==> src/pipe_pkg.sv <==
`default_nettype none

package pipe_pkg;

	localparam int word_width = 16;
	localparam int lane_count = 8;
	localparam int vector_width = 128;
	localparam int register_count = 32;
	localparam int memory_depth = 256;

	localparam int lane_bits = $clog2(lane_count);
	localparam int memory_index_bits = $clog2(memory_depth);
	localparam int register_index_bits = $clog2(register_count);

	typedef logic [word_width-1:0] scalar_t;
	typedef logic [vector_width-1:0] vector_t;
	typedef logic [register_index_bits-1:0] register_index_t;

	// Upper bits pick the word, low bits pick the 16-bit lane inside it
	typedef logic [word_width-1:0] memory_address_t;
	typedef logic [lane_bits-1:0] lane_index_t;
	typedef logic [memory_index_bits-1:0] memory_index_t;

	typedef logic [1:0] scalar_select_t;
	localparam scalar_select_t scalar_select_calc = 2'd0;
	localparam scalar_select_t scalar_select_memory = 2'd1;
	localparam scalar_select_t scalar_select_vector_lane = 2'd2;
	localparam scalar_select_t scalar_select_reserved = 2'd3;

	typedef logic [1:0] vector_select_t;
	localparam vector_select_t vector_select_calc = 2'd0;
	localparam vector_select_t vector_select_memory = 2'd1;
	localparam vector_select_t vector_select_broadcast = 2'd2;
	localparam vector_select_t vector_select_reserved = 2'd3;

	typedef struct packed {
		logic wre;
		logic vector_wre;
		scalar_select_t scalar_select;
		vector_select_t vector_select;
		logic mem_write;
		logic vector_mem_write;
		memory_address_t address;
		scalar_t store_data;
		vector_t store_vector;
		scalar_t calc_data;
		vector_t calc_vector;
		register_index_t rd;
	} mem_stage_t;

	typedef struct packed {
		logic wre;
		logic vector_wre;
		scalar_select_t scalar_select;
		vector_select_t vector_select;
		scalar_t load_data;
		vector_t load_vector;
		scalar_t calc_data;
		vector_t calc_vector;
		register_index_t rd;
	} wb_stage_t;

	typedef struct packed {
		logic wre;
		logic vector_wre;
		register_index_t rd;
		scalar_t scalar_result;
		vector_t vector_result;
	} wb_forward_t;

endpackage

`default_nettype wire

==> src/memory_writeback_register.sv <==
`default_nettype none

module memory_writeback_register import pipe_pkg::*; (
	input wire logic clk,
	input wire logic reset,
	input wire wb_stage_t memory_stage,
	output wb_stage_t writeback_stage
);

	// Loads every cycle, a cleared entry is a bubble since both write enables are low
	always_ff @(posedge clk or posedge reset) begin
		if (reset) begin
			writeback_stage <= '0;
		end else begin
			writeback_stage <= memory_stage;
		end
	end

endmodule

`default_nettype wire

==> config.mk <==
export PLATFORM = sky130hd
export DESIGN_NAME = memory_writeback_register
export DESIGN_NICKNAME = d
export VERILOG_FILES = /design/src/pipe_pkg.sv /design/src/memory_writeback_register.sv
export SDC_FILE = /design/constraint.sdc
export NUM_CORES = 1
export LEC_CHECK = 0
export BUFFER_PORTS_ARGS = -buffer_cell sky130_fd_sc_hd__buf_4
export CORE_AREA = 8 8 228 230
export DETAILED_ROUTE_END_ITERATION = 6
export DIE_AREA = 0 0 236 238
export GPL_TIMING_DRIVEN = 0
export PLACE_DENSITY = 0.36
export SLEW_MARGIN = 30
export SYNTH_ARGS = -nofsm -noshare
export SYNTH_HDL_FRONTEND = slang
export SYNTH_SLANG_ARGS = --single-unit
==> constraint.sdc <==
create_clock -name clk -period 10.45 [get_ports clk]
set_input_delay 1.045 -clock clk [delete_from_list [all_inputs] [get_ports clk]]
set_output_delay 1.045 -clock clk [all_outputs]
set_load 0.05 [all_outputs]
Word-level counts from Yosys, hierarchy flattened
Cells that the tools add are included.

Flip-flop bits (word level): 299. Word-level logic and storage cells: 9.

Depth between registers and ports, before layout
Depth after elaboration: 0. Mapped depth: 1. Gate-level depth less buffers: 1.

Worst setup path before layout
Ideal clock, no wire load.

Kind: flip-flop to output port. Start: register writeback_stage[0] in the netlist's numbering. End: output port writeback_stage[0] in the netlist's numbering. Data arrival time: 586 ps. Path slack: 8819 ps. Cell stages (with the launch flop): 1. Path through: dfrtp_1.

RTL lines: start: declaration (line memory_writeback_register.sv:7) `output wb_stage_t writeback_stage`; start signal: assignment (line memory_writeback_register.sv:15) `writeback_stage <= memory_stage;`.

No word-level cell between the ends.

Worst setup path in the final report
Start: register writeback_stage[201] in the netlist's numbering. End: output port writeback_stage[201] in the netlist's numbering.

No word-level cell between the ends.

==> flow_summary.json <==
{
  "p_leak_nw": 7.02,
  "run_status": "finished clean",
  "tritoncts": "done",
  "grt_pass1_wl_microns": 42900,
  "number_of_antenna_violations_at_the_first_check_in_global_routing": 2,
  "worstSetupStartpoint": "writeback_stage[201]",
  "synth.net_count": 601,
  "cp.depth": 1,
  "numClockSinks": 299,
  "finalMaxSlewViolations": 0,
  "design.core.area_sq_um": 48300,
  "timing.critical_path.slowest_stage_cell": "sky130_fd_sc_hd__dfrtp_1",
  "pin_slew_with_the_least_headroom_to_its_limit_ns": 0.459,
  "leading_cell_type_in_the_layout_fill_and_taps_excluded": "sky130_fd_sc_hd__buf_4",
  "power.switching_fraction_pct": 26.7,
  "most-common-layout-cells": "sky130_fd_sc_hd__buf_4 (599), sky130_fd_sc_hd__dfrtp_1 (299), sky130_fd_sc_hd__clkbuf_16 (39)",
  "final_nets": 1243,
  "power_frac_clock_pct": 43.5,
  "setup_viol": 0,
  "drc": 0,
  "power.share.combinational_pct": 14.8,
  "post_drt_wl_per_cell_microns": 19.4,
  "count_of_multi_input_gates": 0,
  "clockBufferDepth": 3,
  "worst_setup_path_end_kind": "output port",
  "detail-route-antenna-nets": 0,
  "area.growth.synth_to_final_pct": 88.4,
  "io_pins": 600,
  "post_route_setup_tns_ns": 0,
  "post_cts_buffers": 0,
  "power.switching_mw": 0.790,
  "regMostFlops": "writeback_stage",
  "first_iter_violations": 127,
  "ctsResizeCount": 0,
  "pwr_density_nw_per_um2": 210,
  "startpoint_type": "register",
  "power_frac_seq_pct": 41.7,
  "slew_headroom_pct": 69.4,
  "cts.clk_slew.worst_paths_ns": 0.06,
  "yosysSeqAreaShare_pct": 99.9,
  "die_area_sq_um": 56200,
  "hp-class": "in -> async",
  "internal_power_mw": 2.17,
  "synthDistinctLibCells": 2,
  "globalRouteTotalUtil_pct": 10.5,
  "timing.critical_path.buf_inv": 1,
  "chipHeight_microns": 238,
  "vias_in_the_first_global_route": 5792,
  "final_min_period_over_clock_period_pct": 20.9,
  "timing.critical_path.required_ns": 9.41,
  "cells_after_synthesis": 300,
  "endpoints_failing_hold": 0,
  "critical_path.cell_chain": "buf_4",
  "largest_reg_flops": 299,
  "dp.final_hpwl_microns": 24700,
  "cts_hold_repair.buffers": 0,
  "antenna_cells": 0,
  "p_total_mw": 2.96,
  "rsz0062_at_grt": "false",
  "dr.pass1.iters": 4,
  "grt_overflow": 0,
  "synth_area_sq_um": 7490,
  "placementRows": 81,
  "path_delay_family": "flip-flops",
  "max_freq_ghz": 0.458,
  "fillers": 4961,
  "maximum_level_of_the_cts_h_tree": 2,
  "drive_above_1_share_pct": 68.3,
  "synth_warnings": 0,
  "gp_congestion": 0.711,
  "totalWireLength_microns": 30700,
  "timing.final.crit_period_ns": 2.18,
  "multi_input_comb_area_sq_um": 0,
  "ff_latch_area_sq_um": 7480,
  "floorplan.die.width_microns": 236,
  "critPathArrivalTime_ns": 1.14,
  "tritoncts.num_buffers": 37,
  "initial_standard_cell_utilization_of_the_core_pct": 15.5,
  "synthesized_area_per_cell_sq_um": 25.0,
  "route.detailed.vias_per_inst": 3.14,
  "core_util_final_pct": 29.2,
  "grt_start_max_net_pins": 87,
  "biggestRegsByFlops": "writeback_stage (299)",
  "vias": 4987,
  "vdd.ir_drop.worst_v": 0.0000985,
  "worstPathMaxFanout": 1,
  "worst-setup-path-type": "reg -> out",
  "cp_slowest_stage_delay_ns": 0.40,
  "max-cap-violations": 0,
  "cts-root-buf": "sky130_fd_sc_hd__clkbuf_16",
  "place.port_buffers": 599,
  "synth.ff_latch_count": 299
}
Yosys cell counts:
library cell / number / area (sq um)
sky130_fd_sc_hd__dfrtp_1: 299 / 7480
sky130_fd_sc_hd__inv_1: 1 / 3.75
routing by layer:
layer | vias to the layer above | part of all wire, % | global-route usage [%]
li1 | 2225 | - | -
met1 | 2447 | 31 | 9.92
met2 | 256 | 56 | 19.5
met3 | 55 | 10 | 5.08
met4 | 4 | 2.9 | 3.94
met5 | - | 0.085 | 0
power by group through the flow:
stage | clock network (mW) | registers (mW) | logic, mW
after floorplan | 0 | 1.47 | 0.0167
after global placement | 0 | 1.25 | 0.441
after detailed placement | 0 | 1.25 | 0.448
after CTS | 1.35 | 1.23 | 0.448
after global routing | 1.39 | 1.24 | 0.458
final | 1.29 | 1.23 | 0.438
cells by family (layout without fill, tap and decap cells):
logic type,after synthesis,after routing,synth area share (%)
buffers and inverters,1,666,0.0501
flip-flops,299,299,99.9
through the flow:
stage / instances / area (sq um) / setup WS (ns) / hold WS [ns]
2_1_floorplan: 300 / 7490 / 1.14 / 1.08
3_3_place_gp: 1521 / 12800 / -2.94 / 1.15
3_5_place_dp: 1525 / 12900 / 8.01 / 1.06
4_1_cts: 1587 / 14100 / 8.17 / 0.452
5_1_grt: 1587 / 14100 / 8.16 / 0.492
6_report: 1587 / 14100 / 8.27 / 0.501
final timing paths:
path | end | slack, ns
max in group asynchronous | writeback_stage[200] | 8.65
worst min-delay path | writeback_stage[95] | 0.50
worst max-delay path | writeback_stage[201] | 8.27
min in group clk | writeback_stage[229] | 0.62
cell type report:
type / instances / area share (%)
clock inverter: 9 / 0.914
clock buffer: 53 / 7.79
tap: 622 / 5.52
sequential: 299 / 53.0
inverter: 1 / 0.0798
timing repair buffer: 603 / 32.7
Note: power is estimated with default switching activity, not from simulation.
