$ cat src/pipe_pkg.sv
`default_nettype none

package pipe_pkg;

	localparam int word_width = 16;
	localparam int lane_count = 8;
	localparam int vector_width = 128;
	localparam int register_count = 32;
	localparam int memory_depth = 256;

	localparam int lane_bits = $clog2(lane_count);
	localparam int memory_index_bits = $clog2(memory_depth);
	localparam int register_index_bits = $clog2(register_count);

	typedef logic [word_width-1:0] scalar_t;
	typedef logic [vector_width-1:0] vector_t;
	typedef logic [register_index_bits-1:0] register_index_t;

	// Upper bits pick the word, low bits pick the 16-bit lane inside it
	typedef logic [word_width-1:0] memory_address_t;
	typedef logic [lane_bits-1:0] lane_index_t;
	typedef logic [memory_index_bits-1:0] memory_index_t;

	typedef logic [1:0] scalar_select_t;
	localparam scalar_select_t scalar_select_calc = 2'd0;
	localparam scalar_select_t scalar_select_memory = 2'd1;
	localparam scalar_select_t scalar_select_vector_lane = 2'd2;
	localparam scalar_select_t scalar_select_reserved = 2'd3;

	typedef logic [1:0] vector_select_t;
	localparam vector_select_t vector_select_calc = 2'd0;
	localparam vector_select_t vector_select_memory = 2'd1;
	localparam vector_select_t vector_select_broadcast = 2'd2;
	localparam vector_select_t vector_select_reserved = 2'd3;

	typedef struct packed {
		logic wre;
		logic vector_wre;
		scalar_select_t scalar_select;
		vector_select_t vector_select;
		logic mem_write;
		logic vector_mem_write;
		memory_address_t address;
		scalar_t store_data;
		vector_t store_vector;
		scalar_t calc_data;
		vector_t calc_vector;
		register_index_t rd;
	} mem_stage_t;

	typedef struct packed {
		logic wre;
		logic vector_wre;
		scalar_select_t scalar_select;
		vector_select_t vector_select;
		scalar_t load_data;
		vector_t load_vector;
		scalar_t calc_data;
		vector_t calc_vector;
		register_index_t rd;
	} wb_stage_t;

	typedef struct packed {
		logic wre;
		logic vector_wre;
		register_index_t rd;
		scalar_t scalar_result;
		vector_t vector_result;
	} wb_forward_t;

endpackage

`default_nettype wire

$ cat src/writeback_select.sv
`default_nettype none

module writeback_select import pipe_pkg::*; (
	input wire wb_stage_t stage,
	output scalar_t scalar_result,
	output vector_t vector_result
);

	always_comb begin
		case (stage.scalar_select)
			scalar_select_memory: begin
				scalar_result = stage.load_data;
			end
			scalar_select_vector_lane: begin
				scalar_result = stage.calc_vector[word_width-1:0];
			end
			scalar_select_calc, scalar_select_reserved: begin
				scalar_result = stage.calc_data;
			end
			default: begin
				scalar_result = stage.calc_data;
			end
		endcase
	end

	always_comb begin
		case (stage.vector_select)
			vector_select_memory: begin
				vector_result = stage.load_vector;
			end
			vector_select_broadcast: begin
				// Loaded lane copied into every lane
				vector_result = {lane_count{stage.load_data}};
			end
			vector_select_calc, vector_select_reserved: begin
				vector_result = stage.calc_vector;
			end
			default: begin
				vector_result = stage.calc_vector;
			end
		endcase
	end

endmodule

`default_nettype wire

$ cat config.mk
export PLATFORM = sky130hd
export DESIGN_NAME = writeback_select
export DESIGN_NICKNAME = d
export VERILOG_FILES = /design/src/pipe_pkg.sv /design/src/writeback_select.sv
export SDC_FILE = /design/constraint.sdc
export NUM_CORES = 1
export LEC_CHECK = 0
export CAP_MARGIN = 30
export CORE_AREA = 3 3 170 172
export DETAILED_ROUTE_END_ITERATION = 10
export DIE_AREA = 0 0 173 175
export DONT_BUFFER_PORTS = 1
export GPL_TIMING_DRIVEN = 0
export SETUP_SLACK_MARGIN = 0.5
export SLEW_MARGIN = 20
export SYNTH_ARGS = -nofsm -noshare
export SYNTH_HDL_FRONTEND = slang
export SYNTH_SLANG_ARGS = --single-unit
$ cat constraint.sdc
create_clock -name vclk -period 1.26
set_clock_uncertainty 0.15 [all_clocks]
set_input_delay 0.063 -clock vclk [all_inputs]
set_output_delay 0.063 -clock vclk [all_outputs]
set_load 0.02 [all_outputs]
## Word-level counts from Yosys, hierarchy flattened

Cells that the tools add are included.

- Flip-flop bits (word level): 0
- Output and inout port bits: 144
- Word-level logic and storage cells: 12

- Equality and inequality tests: 6
- Muxes and demuxes: 2
- Reduce and logical (&&, ||, !) cells: 4

Operator list:

| cell | number |
|---|---|
| $pmux W128 S3 | 1 |
| $pmux W16 S3 | 1 |
| $eq A2 B2 Y1 const B | 4 |
| $eq A2 B1 Y1 const B | 2 |
| $logic_not A2 Y1 | 2 |
| $reduce_or A2 Y1 | 2 |

## Logic depth before layout (Yosys ltp)

- Depth after elaboration: 3
- Mapped depth: 6
- Mapped depth without buffers: 4

## Least setup slack after synthesis

OpenSTA, ideal clock, no wires.

- Path kind: input to output
- Start point: in stage[295] (netlist bit)
- End point: out scalar_result[10]
- Arrival time: 1.197 ns
- Setup slack: -0.150 ns
- Stages: 6
- Path buffers: 2
- Cell sequence: inv_1 -> ha_1 -> clkbuf_2 -> buf_4 -> a22oi_1 -> o21ai_0

- Word-level cells in the longest chain between the ends: 3
- Elaborated cells on any way between the ends: 6

RTL lines:

| item | RTL line | text |
|---|---|---|
| start: declaration | writeback_select.sv:4 | `input wire wb_stage_t stage,` |
| $eq A2 B2 Y1 or $logic_not A2 Y1 (tied branches) | writeback_select.sv:10 | `case (stage.scalar_select)` |
| $reduce_or A2 Y1 | writeback_select.sv:10 |  |
| $pmux W16 S3 (*) | writeback_select.sv:10 |  |
| end: declaration | writeback_select.sv:5 | `output scalar_t scalar_result,` |

Mark *: on every way between the ends. The rest lies on a longest branch, timed or not.

## Worst setup path in the final report

- Start point: in stage[293] (netlist bit)
- End point: out vector_result[32]

- Word-level cells in the longest chain between the ends: 3
- Elaborated cells on any way between the ends: 6

RTL lines:

| item | RTL line | text |
|---|---|---|
| $eq A2 B2 Y1 or $logic_not A2 Y1 (tied branches) | writeback_select.sv:27 | `case (stage.vector_select)` |
| $reduce_or A2 Y1 | writeback_select.sv:27 |  |
| $pmux W128 S3 (*) | writeback_select.sv:27 |  |
| end: declaration | writeback_select.sv:6 | `output vector_t vector_result` |

Marks and branches as above.

==> metrics.yaml <==
detailed_routing:
  drt-initial-drc-count: 312
  dr_total_vias: 4769
  drt_wl_total_um: 27100
  antenna_left: 0
  wl_per_cell_um: 29.9
  remaining_drc_errors: 0
  first_pass_iters: 6
  viasPerCell: 5.26
finish:
  drive_gt1_frac: 0.553
  flops_and_latches: 0
  final_cells: 906
  seq_area_um2: 0
  final.clkbuf_count: 0
  n_antenna_cell: 0
  area_growth_pct: 83.0
  fill_cells: 3165
  num-nets-final: 833
worst_hold_path:
  min_path_type: "in2out"
  hold_depth: 2
  hold_path_startpoint: "stage[204]"
  hold_end: "vector_result[55]"
global_routing:
  antenna_found_initial: 0
  grt_usage: 0.161
  grt_max_degree: 11
  gr-total-overflow: 0
  grt_pass1_wl_um: 35400
  first_global_vias: 4637
timing:
  finalCritPeriodShare: 1.07
  tightest_slew_ns: 0.594
  hold-worst-slack_ns: 0.121
  finalHoldViolCount: 0
  period_minus_slack_ns: 1.35
  slew_viol_final: 0
  layout_setup_ws_ns: -0.0912
  final-setup-viol-count: 78
  max_clock_freq_mhz: 740
  rsz0062_at_grt: "yes"
  slew_headroom: 0.604
synthesis:
  ys_top_cells_by_area: "a22oi_1, o21ai_1, nand2_1"
  post-synth-top-area-fraction: 0.386
  post_synth.cell_area_avg_um2: 5.40
  synthCells: 519
  netlist-cell-type-count: 10
  syn_nets: 822
  yosys-top-cells-count: "a22oi_1, nand2_1, o21ai_1"
  yosysSeqAreaShare: 0
  yosysWarnings: 0
  syn-cell-area_um2: 2800
  synth.largest_area_cell: "a22oi_1"
placement:
  dp_hpwl_um: 20800
  post-place-ws_ns: -0.420
  dp_cells: 901
  gp_congestion: 0.838
  numPortBuffers: 0
floorplanning:
  die_x_um: 173
  num_rows: 61
  fp.dieH_um: 175
  coreArea_um2: 27600
  start_util: 0.101
  dieArea_um2: 30300
  pin_count: 443
worst_setup_path:
  critPathSlowestCell: "o21ai_2"
  cp-start-kind: "primary input"
  slowest_delay_ns: 0.33
  crit_type: "in2out"
  cp-end-kind: "primary output"
  cp.required_ns: 1.05
  critPathArrivalTime_ns: 1.14
  worstPathMaxFanout: 10
  crit_path_cell_trace: "inv_8 > ha_4 > buf_12 > buf_6 > a22oi_1 > o21ai_2"
outcome:
  violations: "setup timing"
  status: "complete, but fails checks"
flow_run:
  drv_cap: 0
power_and_ir_drop:
  switching_share: 0.674
  p_seq_frac: 0
  power_switching_w: 0.00214
  p_int_w: 0.00103
  vdd_drop_max_mv: 0.256
  leakagePower_nw: 1.61
  pwr-share-clk: 0
  comb_power_share: 1.000
  power_density_nw_per_um2: 619
cts:
  postCtsHoldBufs: 0
[routing by layer]
layer / GRT usage / wire [um] / vias up
li1: - / - / 1967
met1: 0.186 / 9870 / 2274
met2: 0.292 / 13300 / 461
met3: 0.0417 / 2740 / 67
met4: 0.0453 / 1140 / 0
met5: 0 / 0 / -
[final cells by class]
| class | count | area (um^2) | area share |
|---|---|---|---|
| Timing Repair Buffer | 9 | 136 | 0.0266 |
| Tap cell | 378 | 473 | 0.0922 |
| Inverter | 4 | 48.8 | 0.00951 |
| Buffer | 79 | 812 | 0.158 |
| Multi-Input combinational cell | 436 | 3660 | 0.713 |
[layout by cell type (no fill, tap or decap), drive strengths merged]
master,Yosys,layout
clkbuf,22,16
ha,4,4
buf,57,72
a22oi,144,144
o21ai,144,144
inv,4,3
clkinv,0,1
nand2,144,144
[worst max path at each step]
stage / depth (start not counted) / from / end / slack (ns)
floorplan: 6 / stage[293] / vector_result[66] / 0.07
global placement: 3 / stage[286] / vector_result[25] / -0.74
detailed placement: 5 / stage[294] / vector_result[36] / -0.42
CTS: 6 / stage[293] / vector_result[26] / -0.13
global route: 6 / stage[293] / vector_result[32] / -0.13
finish: 6 / stage[293] / vector_result[32] / -0.09
[power by group through the flow]
stage	registers (W)	clock network, W	logic [W]
final	0	0	0.00317
after global placement	0	0	0.00275
after CTS	0	0	0.00301
after global routing	0	0	0.00333
after floorplan	0	0	0.00220
after detailed placement	0	0	0.00280
[worst max-delay path: cells and delay by family]
family / cells / cell delay [ns]
adder cells (fa/ha/maj): 1 / 0.27
AO/OA/AOI/OAI: 2 / 0.43
buffers and inverters: 3 / 0.35
[repair_timing]
| action | 4_1_cts | 5_1_grt |
|---|---|---|
| pin swaps | 44 | 39 |
| cloned | 0 | 2 |
| endpoints found under the setup margin | 144 | 144 |
| gates resized for setup | 108 | 67 |
| buffers inserted | 0 | 3 |
[cells by family after synthesis]
family                     count (synthesis)  share of synthesized area
AOI/OAI and AO/OA                        288                      0.643
buffers and inverters                     83                      0.146
adders and majority gates                  4                     0.0179
and+or+nand+nor                          144                      0.193
[per-stage QoR]
| step | total power [W] | TNS [ns] | utilization | instance area, um^2 |
|---|---|---|---|---|
| after floorplan | 0.00220 | 0 | - | 3820 |
| after global placement | 0.00275 | -62.36 | 0.155 | 4300 |
| after detailed placement | 0.00280 | -36.06 | 0.158 | 4360 |
| after CTS | 0.00301 | -3.66 | 0.173 | 4780 |
| after global routing | 0.00333 | -6.11 | 0.186 | 5130 |
| final | 0.00317 | -2.55 | 0.186 | 5130 |
Power figures use the tool's default switching activity.
