--- src/pipe_pkg.sv ---
`default_nettype none

package pipe_pkg;

	localparam int word_width = 16;
	localparam int lane_count = 8;
	localparam int vector_width = 128;
	localparam int register_count = 32;
	localparam int memory_depth = 256;

	localparam int lane_bits = $clog2(lane_count);
	localparam int memory_index_bits = $clog2(memory_depth);
	localparam int register_index_bits = $clog2(register_count);

	typedef logic [word_width-1:0] scalar_t;
	typedef logic [vector_width-1:0] vector_t;
	typedef logic [register_index_bits-1:0] register_index_t;

	// Upper bits pick the word, low bits pick the 16-bit lane inside it
	typedef logic [word_width-1:0] memory_address_t;
	typedef logic [lane_bits-1:0] lane_index_t;
	typedef logic [memory_index_bits-1:0] memory_index_t;

	typedef logic [1:0] scalar_select_t;
	localparam scalar_select_t scalar_select_calc = 2'd0;
	localparam scalar_select_t scalar_select_memory = 2'd1;
	localparam scalar_select_t scalar_select_vector_lane = 2'd2;
	localparam scalar_select_t scalar_select_reserved = 2'd3;

	typedef logic [1:0] vector_select_t;
	localparam vector_select_t vector_select_calc = 2'd0;
	localparam vector_select_t vector_select_memory = 2'd1;
	localparam vector_select_t vector_select_broadcast = 2'd2;
	localparam vector_select_t vector_select_reserved = 2'd3;

	typedef struct packed {
		logic wre;
		logic vector_wre;
		scalar_select_t scalar_select;
		vector_select_t vector_select;
		logic mem_write;
		logic vector_mem_write;
		memory_address_t address;
		scalar_t store_data;
		vector_t store_vector;
		scalar_t calc_data;
		vector_t calc_vector;
		register_index_t rd;
	} mem_stage_t;

	typedef struct packed {
		logic wre;
		logic vector_wre;
		scalar_select_t scalar_select;
		vector_select_t vector_select;
		scalar_t load_data;
		vector_t load_vector;
		scalar_t calc_data;
		vector_t calc_vector;
		register_index_t rd;
	} wb_stage_t;

	typedef struct packed {
		logic wre;
		logic vector_wre;
		register_index_t rd;
		scalar_t scalar_result;
		vector_t vector_result;
	} wb_forward_t;

endpackage

`default_nettype wire

--- src/scalar_register_file.sv ---
`default_nettype none

module scalar_register_file import pipe_pkg::*; (
	input wire logic clk,
	input wire logic reset,
	input wire logic write_enable,
	input wire register_index_t write_index,
	input wire scalar_t write_data,
	input wire register_index_t read_index_a,
	input wire register_index_t read_index_b,
	output scalar_t read_data_a,
	output scalar_t read_data_b
);

	scalar_t registers [register_count];

	logic write_allowed;

	// Register 0 is hardwired to zero, so writes to it are dropped
	assign write_allowed = write_enable && (write_index != '0);

	always_ff @(posedge clk or posedge reset) begin
		if (reset) begin
			for (int i = 0; i < register_count; i++) begin
				registers[i] <= '0;
			end
		end else if (write_allowed) begin
			registers[write_index] <= write_data;
		end
	end

	assign read_data_a = registers[read_index_a];
	assign read_data_b = registers[read_index_b];

endmodule

`default_nettype wire

--- config.mk ---
export PLATFORM = sky130hd
export DESIGN_NAME = scalar_register_file
export DESIGN_NICKNAME = d
export VERILOG_FILES = /design/src/pipe_pkg.sv /design/src/scalar_register_file.sv
export SDC_FILE = /design/constraint.sdc
export NUM_CORES = 1
export LEC_CHECK = 0
export ABC_CLOCK_PERIOD_IN_PS = 30100
export BUFFER_PORTS_ARGS = -buffer_cell sky130_fd_sc_hd__buf_2
export CAP_MARGIN = 0
export CORE_ASPECT_RATIO = 1.25
export CORE_MARGIN = 1
export CORE_UTILIZATION = 56
export CTS_CLUSTER_SIZE = 10
export DETAILED_ROUTE_END_ITERATION = 8
export GPL_TIMING_DRIVEN = 0
export PLACE_DENSITY = 0.76
export SYNTH_ARGS = -nofsm -noshare
export SYNTH_HDL_FRONTEND = slang
export SYNTH_SLANG_ARGS = --single-unit
--- constraint.sdc ---
create_clock -name clk -period 30.1 [get_ports clk]
set_input_delay 0 -clock clk [delete_from_list [all_inputs] [get_ports clk]]
set_output_delay 0 -clock clk [all_outputs]
set_load 0.02 [all_outputs]
Yosys cells after proc, flatten, opt, wreduce, memory -nomap -nowiden
Index checks and enable logic that the tools add are counted.
{"block": "word_totals", "inputBits": 34, "register_bits": 512, "out_inout_bits": 32, "word_cells": 51}
{"block": "classes", "reduce_logical": 3, "bitwise_logic": 3, "n_lt_le_gt_ge": 4, "n_mux": 9}
{"cell": "$bwmux 512", "count": 1}
{"cell": "$bmux 16 s5", "count": 2}
{"cell": "$demux 16 s5", "count": 1}
{"cell": "$mux 16", "count": 5}
{"cell": "$ge 6x6->1 const B", "count": 3}
{"cell": "$not 5->6", "count": 3}
{"cell": "$lt 6x1->1 const B", "count": 1}
{"cell": "$reduce_bool 5->1", "count": 1}
{"cell": "$logic_and 1x1->1", "count": 2}

Logic depth before layout (Yosys ltp)
{"block": "depth", "depth_word": 6, "depth_mapped": 8}

Least setup slack after synthesis
Ideal clock, no wire load.
{"block": "synth_timing", "path_kind": "input -> register", "from": "input write_index[1]", "to": "register registers[48] (netlist name)", "required_time_ns": 29.975, "arrival_ns": 1.255, "path_slack_ns": 28.721, "cell_stages": 6, "path_buffers": 3, "path_cell_list": "buf_6 > or3b_1 > buf_6 > nor2_8 > buf_8 > mux2_2"}
{"block": "synth_between", "elab_chain_cells": 6, "word_cells_on_any_way": 9, "cone_classes": "order compare: 2; mux: 3; bitwise: 1; reduce/logical: 3"}
{"element": "from (decl)", "line": "scalar_register_file.sv:7", "text": "input wire register_index_t write_index,"}
{"element": "$not 5->6 (not written as such)", "line": "scalar_register_file.sv:28", "text": "registers[write_index] <= write_data;"}
{"element": "$ge 6x6->1 (not written as such) / $lt 6x1->1 (equally long branches)", "line": "scalar_register_file.sv:28"}
{"element": "$logic_and 1x1->1 (not written as such)", "line": "scalar_register_file.sv:28"}
{"element": "$mux 16 (not written as such)", "line": "scalar_register_file.sv:28"}
{"element": "$demux 16 s5", "line": "scalar_register_file.sv:28"}
{"element": "$bwmux 512", "line": "scalar_register_file.sv:28"}
{"element": "to (signal, indexed assignment)", "line": "scalar_register_file.sv:28"}
{"element": "to (decl)", "line": "scalar_register_file.sv:15", "text": "scalar_t registers [register_count];"}
Several ways; a longest one is shown, not always the timed one.
A chain may end at the register's enable or synchronous reset.

Worst setup path after layout
{"block": "layout_timing", "from": "input read_index_a[0]", "to": "output read_data_a[15]"}
{"block": "layout_between", "elab_chain_cells": 4}
{"element": "from (decl)", "line": "scalar_register_file.sv:9", "text": "input wire register_index_t read_index_a,"}
{"element": "$not 5->6 (not written as such)", "line": "scalar_register_file.sv:32", "text": "assign read_data_a = registers[read_index_a];"}
{"element": "$bmux 16 s5", "line": "scalar_register_file.sv:32"}
{"element": "$mux 16 (not written as such) (2 in a row)", "line": "scalar_register_file.sv:32"}
{"element": "to (decl)", "line": "scalar_register_file.sv:11", "text": "output scalar_t read_data_a,"}
No other way between the ends. The select of a mux whose other input is x is not followed.

==> results.yml <==
synthesis:
  synthArstFlopShare_pct: 100
  synthDominantCellAreaShare_pct: 45.3
  synth_area_leaders: "dfrtp_1, mux2_2, mux2i_1, a22oi_1, a22o_1"
  synth_cells: 2298
  avgSynthCellArea_um2: 12.3
  netlist_area_mm2: 0.0283
  ys.flop_type: "dfrtp_1"
  yosysWarnings: 0
  ys_seq_area_share_pct: 45.3
  synth_nets: 2332
  yosys.area.top_type: "dfrtp_1"
  synth_edf_count: 0
  synth.distinct_cells: 38
  ys_ff_latch: 512
die:
  ioPinCount: 66
  die-area_mm2: 0.0514
  rows: 91
  die_h_um: 253
  start_util_pct: 57.0
  fp.coreArea_mm2: 0.0496
  fp.dieW_um: 203
final_layout:
  reg_top3: "registers (512)"
  antenna_cells: 0
  largest_reg_flops: 512
  syn2layout_area_growth_pct: 10.6
  nets: 2479
  top_register: "registers"
  final_area_mm2: 0.0313
  drive_gt1_share_pct: 31.1
placement:
  placed_cell_area_mm2: 0.0295
  io_buffers: 55
  hpwl_um: 73100
  gp_congestion: 1.03
  pre_cts_slack_ps: 27540
power:
  ir_worst_vdd_v: 0.0000598
  p_comb_share_pct: 21.9
  internal_power_uw: 1370
  netSwitchingPower_uw: 604
  swShare_pct: 30.5
  p_per_area_mw_per_mm2: 63.2
  clockPowerShare_pct: 31.4
  leakage_uw: 0.0149
  seqPwrFrac_pct: 46.6
detailed_routing:
  drc: 0
  via_per_inst: 6.74
  drtIter0Drc: 1830
  first_pass_iters: 6
  routedWlPerCell_um: 31.6
  detail-route-antenna-nets: 0
  routed_wirelength_um: 98000
  num_vias: 20900
sta:
  setup_viol: 0
  rsz0062_at_grt: "no"
  fin_crit_sh_pct: 8.99
  worstMarginPinSlew_ps: 1180
  final.setup.tns_ps: 0
  fmax_ghz: 0.370
  finalClockSkew_ps: 0
  max-slew-margin-rel_pct: 21.3
  hold_viol_final: 0
  maxSlewViolCount: 0
  min_period_ps: 2710
  finalWorstSetupSlack_ps: 27390
global_routing:
  grt_pass1_wl_um: 143000
  grt_usage_pct: 38.6
  antenna_found_initial: 6
  grt_max_degree: 130
  overflow: 0
  grt_pass1_vias: 21800
job:
  maxCapViolations: 0
clock_network:
  worstSkewPairLatency_ps: 620
  cts_buffers: 57
  cts_tree: "built"
  cts.sinks: 512
  clock_tree.buffer_depth: 3
  cts_setup_buffers: 0
  clk_pin_slew_worst_paths_ps: 60
  cts_root_buf: "clkbuf_16"
  cts.htree.levels: 2
worst_setup_path:
  crit_required_ps: 30100
  worst-path-max-fanout: 10
  arrival_ps: 2710
  cp-end-kind: "output pin"
  worstSetupStartpointType: "input pin"
  worstSetupPathType: "in -> out"
worst_hold_path:
  hp-class: "in -> reg"
status:
  status: "completed"
cell usage after synthesis (2+ instances only):
master / instances
buf_6: 16
buf_8: 3
a21oi_1: 64
buf_2: 65
nor2_4: 4
nor2_2: 10
nand2_2: 15
and2_1: 2
clkbuf_1: 110
a22oi_1: 128
nand3_1: 65
nand2_1: 65
dfrtp_1: 512
nor2_8: 4
nor3_1: 32
a22o_1: 64
nand2b_1: 4
mux2_2: 479
or2_2: 2
nand3b_4: 3
nor3b_4: 3
nor2b_1: 4
mux2_1: 17
nand4_1: 32
buf_4: 37
a31oi_1: 32
mux2i_1: 512
buf_1: 4
power groups by stage:
stage	combinational (uW)	clock, uW	sequential [uW]
2_1_floorplan	311	0	900
3_3_place_gp	403	0	917
3_5_place_dp	419	0	929
4_1_cts	426	624	918
5_1_grt	460	649	938
6_report	433	622	922
through the flow:
stage	power (uW)	cells	util [%]	hold slack (ps)
floorplan	1210	2298	-	152
global placement	1320	3004	59.2	288
detailed placement	1350	3008	59.4	-4.33
CTS	1970	3105	63.1	43.5
global route	2050	3105	63.1	92.4
finish	1980	3105	63.1	101
worst max-delay path, cell delays in order:
cell,delay [ps]
buf_2,120
nor2_2,520
clkbuf_1,710
buf_2,500
nand2_1,190
a31oi_1,170
nand3_1,240
buf_2,250
area by class of cell:
type,instances,area (um^2)
fillers,3988,18300
repair buffers,88,676
well taps,651,815
plain buffers,235,1260
multi-input cells,1550,14200
clock buffers,67,1510
inverters,1,11.3
clock inverters,1,8.76
flip-flops and latches,512,12800
metal layers:
metal	GRT usage [%]	vias up	routed length [um]	share of wire [%]
met5	0	-	52	0.053
met4	22.0	8	6300	6.4
met3	8.83	349	7610	7.8
met2	63.3	1016	46300	47
met1	46.8	10800	37700	39
li1	-	8795	-	-
layout by cell type (no fill, tap or decap), types with 2 or more instances in the layout:
master         Yosys  routed
dlygate4sd3_1      0      29
nand2_1           65      65
a31oi_1           32      32
clkbuf_1         110     118
buf_1              4       4
nor2_2            10      10
buf_4             37      37
clkbuf_16          0      59
buf_16             0       4
nor3_1            32      32
or2_2              2       2
a22oi_1          128     128
nor3b_4            3       3
a22o_1            64      64
nand2b_1           4       4
buf_8              3       3
a21oi_1           64      64
nand3b_4           3       3
and2_1             2       2
nand2_2           15      15
mux2_1            17      17
mux2i_1          512     512
nor2_8             4       4
buf_6             16      16
dfrtp_1          512     512
mux2_2           479     479
nand4_1           32      32
nand3_1           65      65
buf_2             65     120
nor2_4             4       4
nor2b_1            4       4
cells by family after synthesis:
group	share of synthesized area (%)
muxes	37.8
DFF	45.3
AOI/OAI and AO/OA	7.22
and+or+nand+nor	5.22
buffers and inverters	4.45
worst paths after layout:
path,start,to,slack (ps),cells after the start
max in group asynchronous,reset,registers[452]$_DFFE_PP0P_,28060,6
min in group asynchronous,reset,registers[59]$_DFFE_PP0P_,510,4
worst min register to register,registers[508]$_DFFE_PP0P_,registers[508]$_DFFE_PP0P_,490,1
worst max register to register,registers[319]$_DFFE_PP0P_,registers[319]$_DFFE_PP0P_,28750,2
worst min-delay path,write_index[0],registers[443]$_DFFE_PP0P_,100,4
worst max-delay path,read_index_a[0],read_data_a[15],27390,8
what timing repair did:
| action | 4_1_cts | 5_1_grt |
|---|---|---|
| resized for setup | 0 | 0 |
| endpoints found under the hold margin | 305 | 0 |
| hold buffers | 29 | 0 |
No activity file was read; power rests on OpenSTA's default activity.
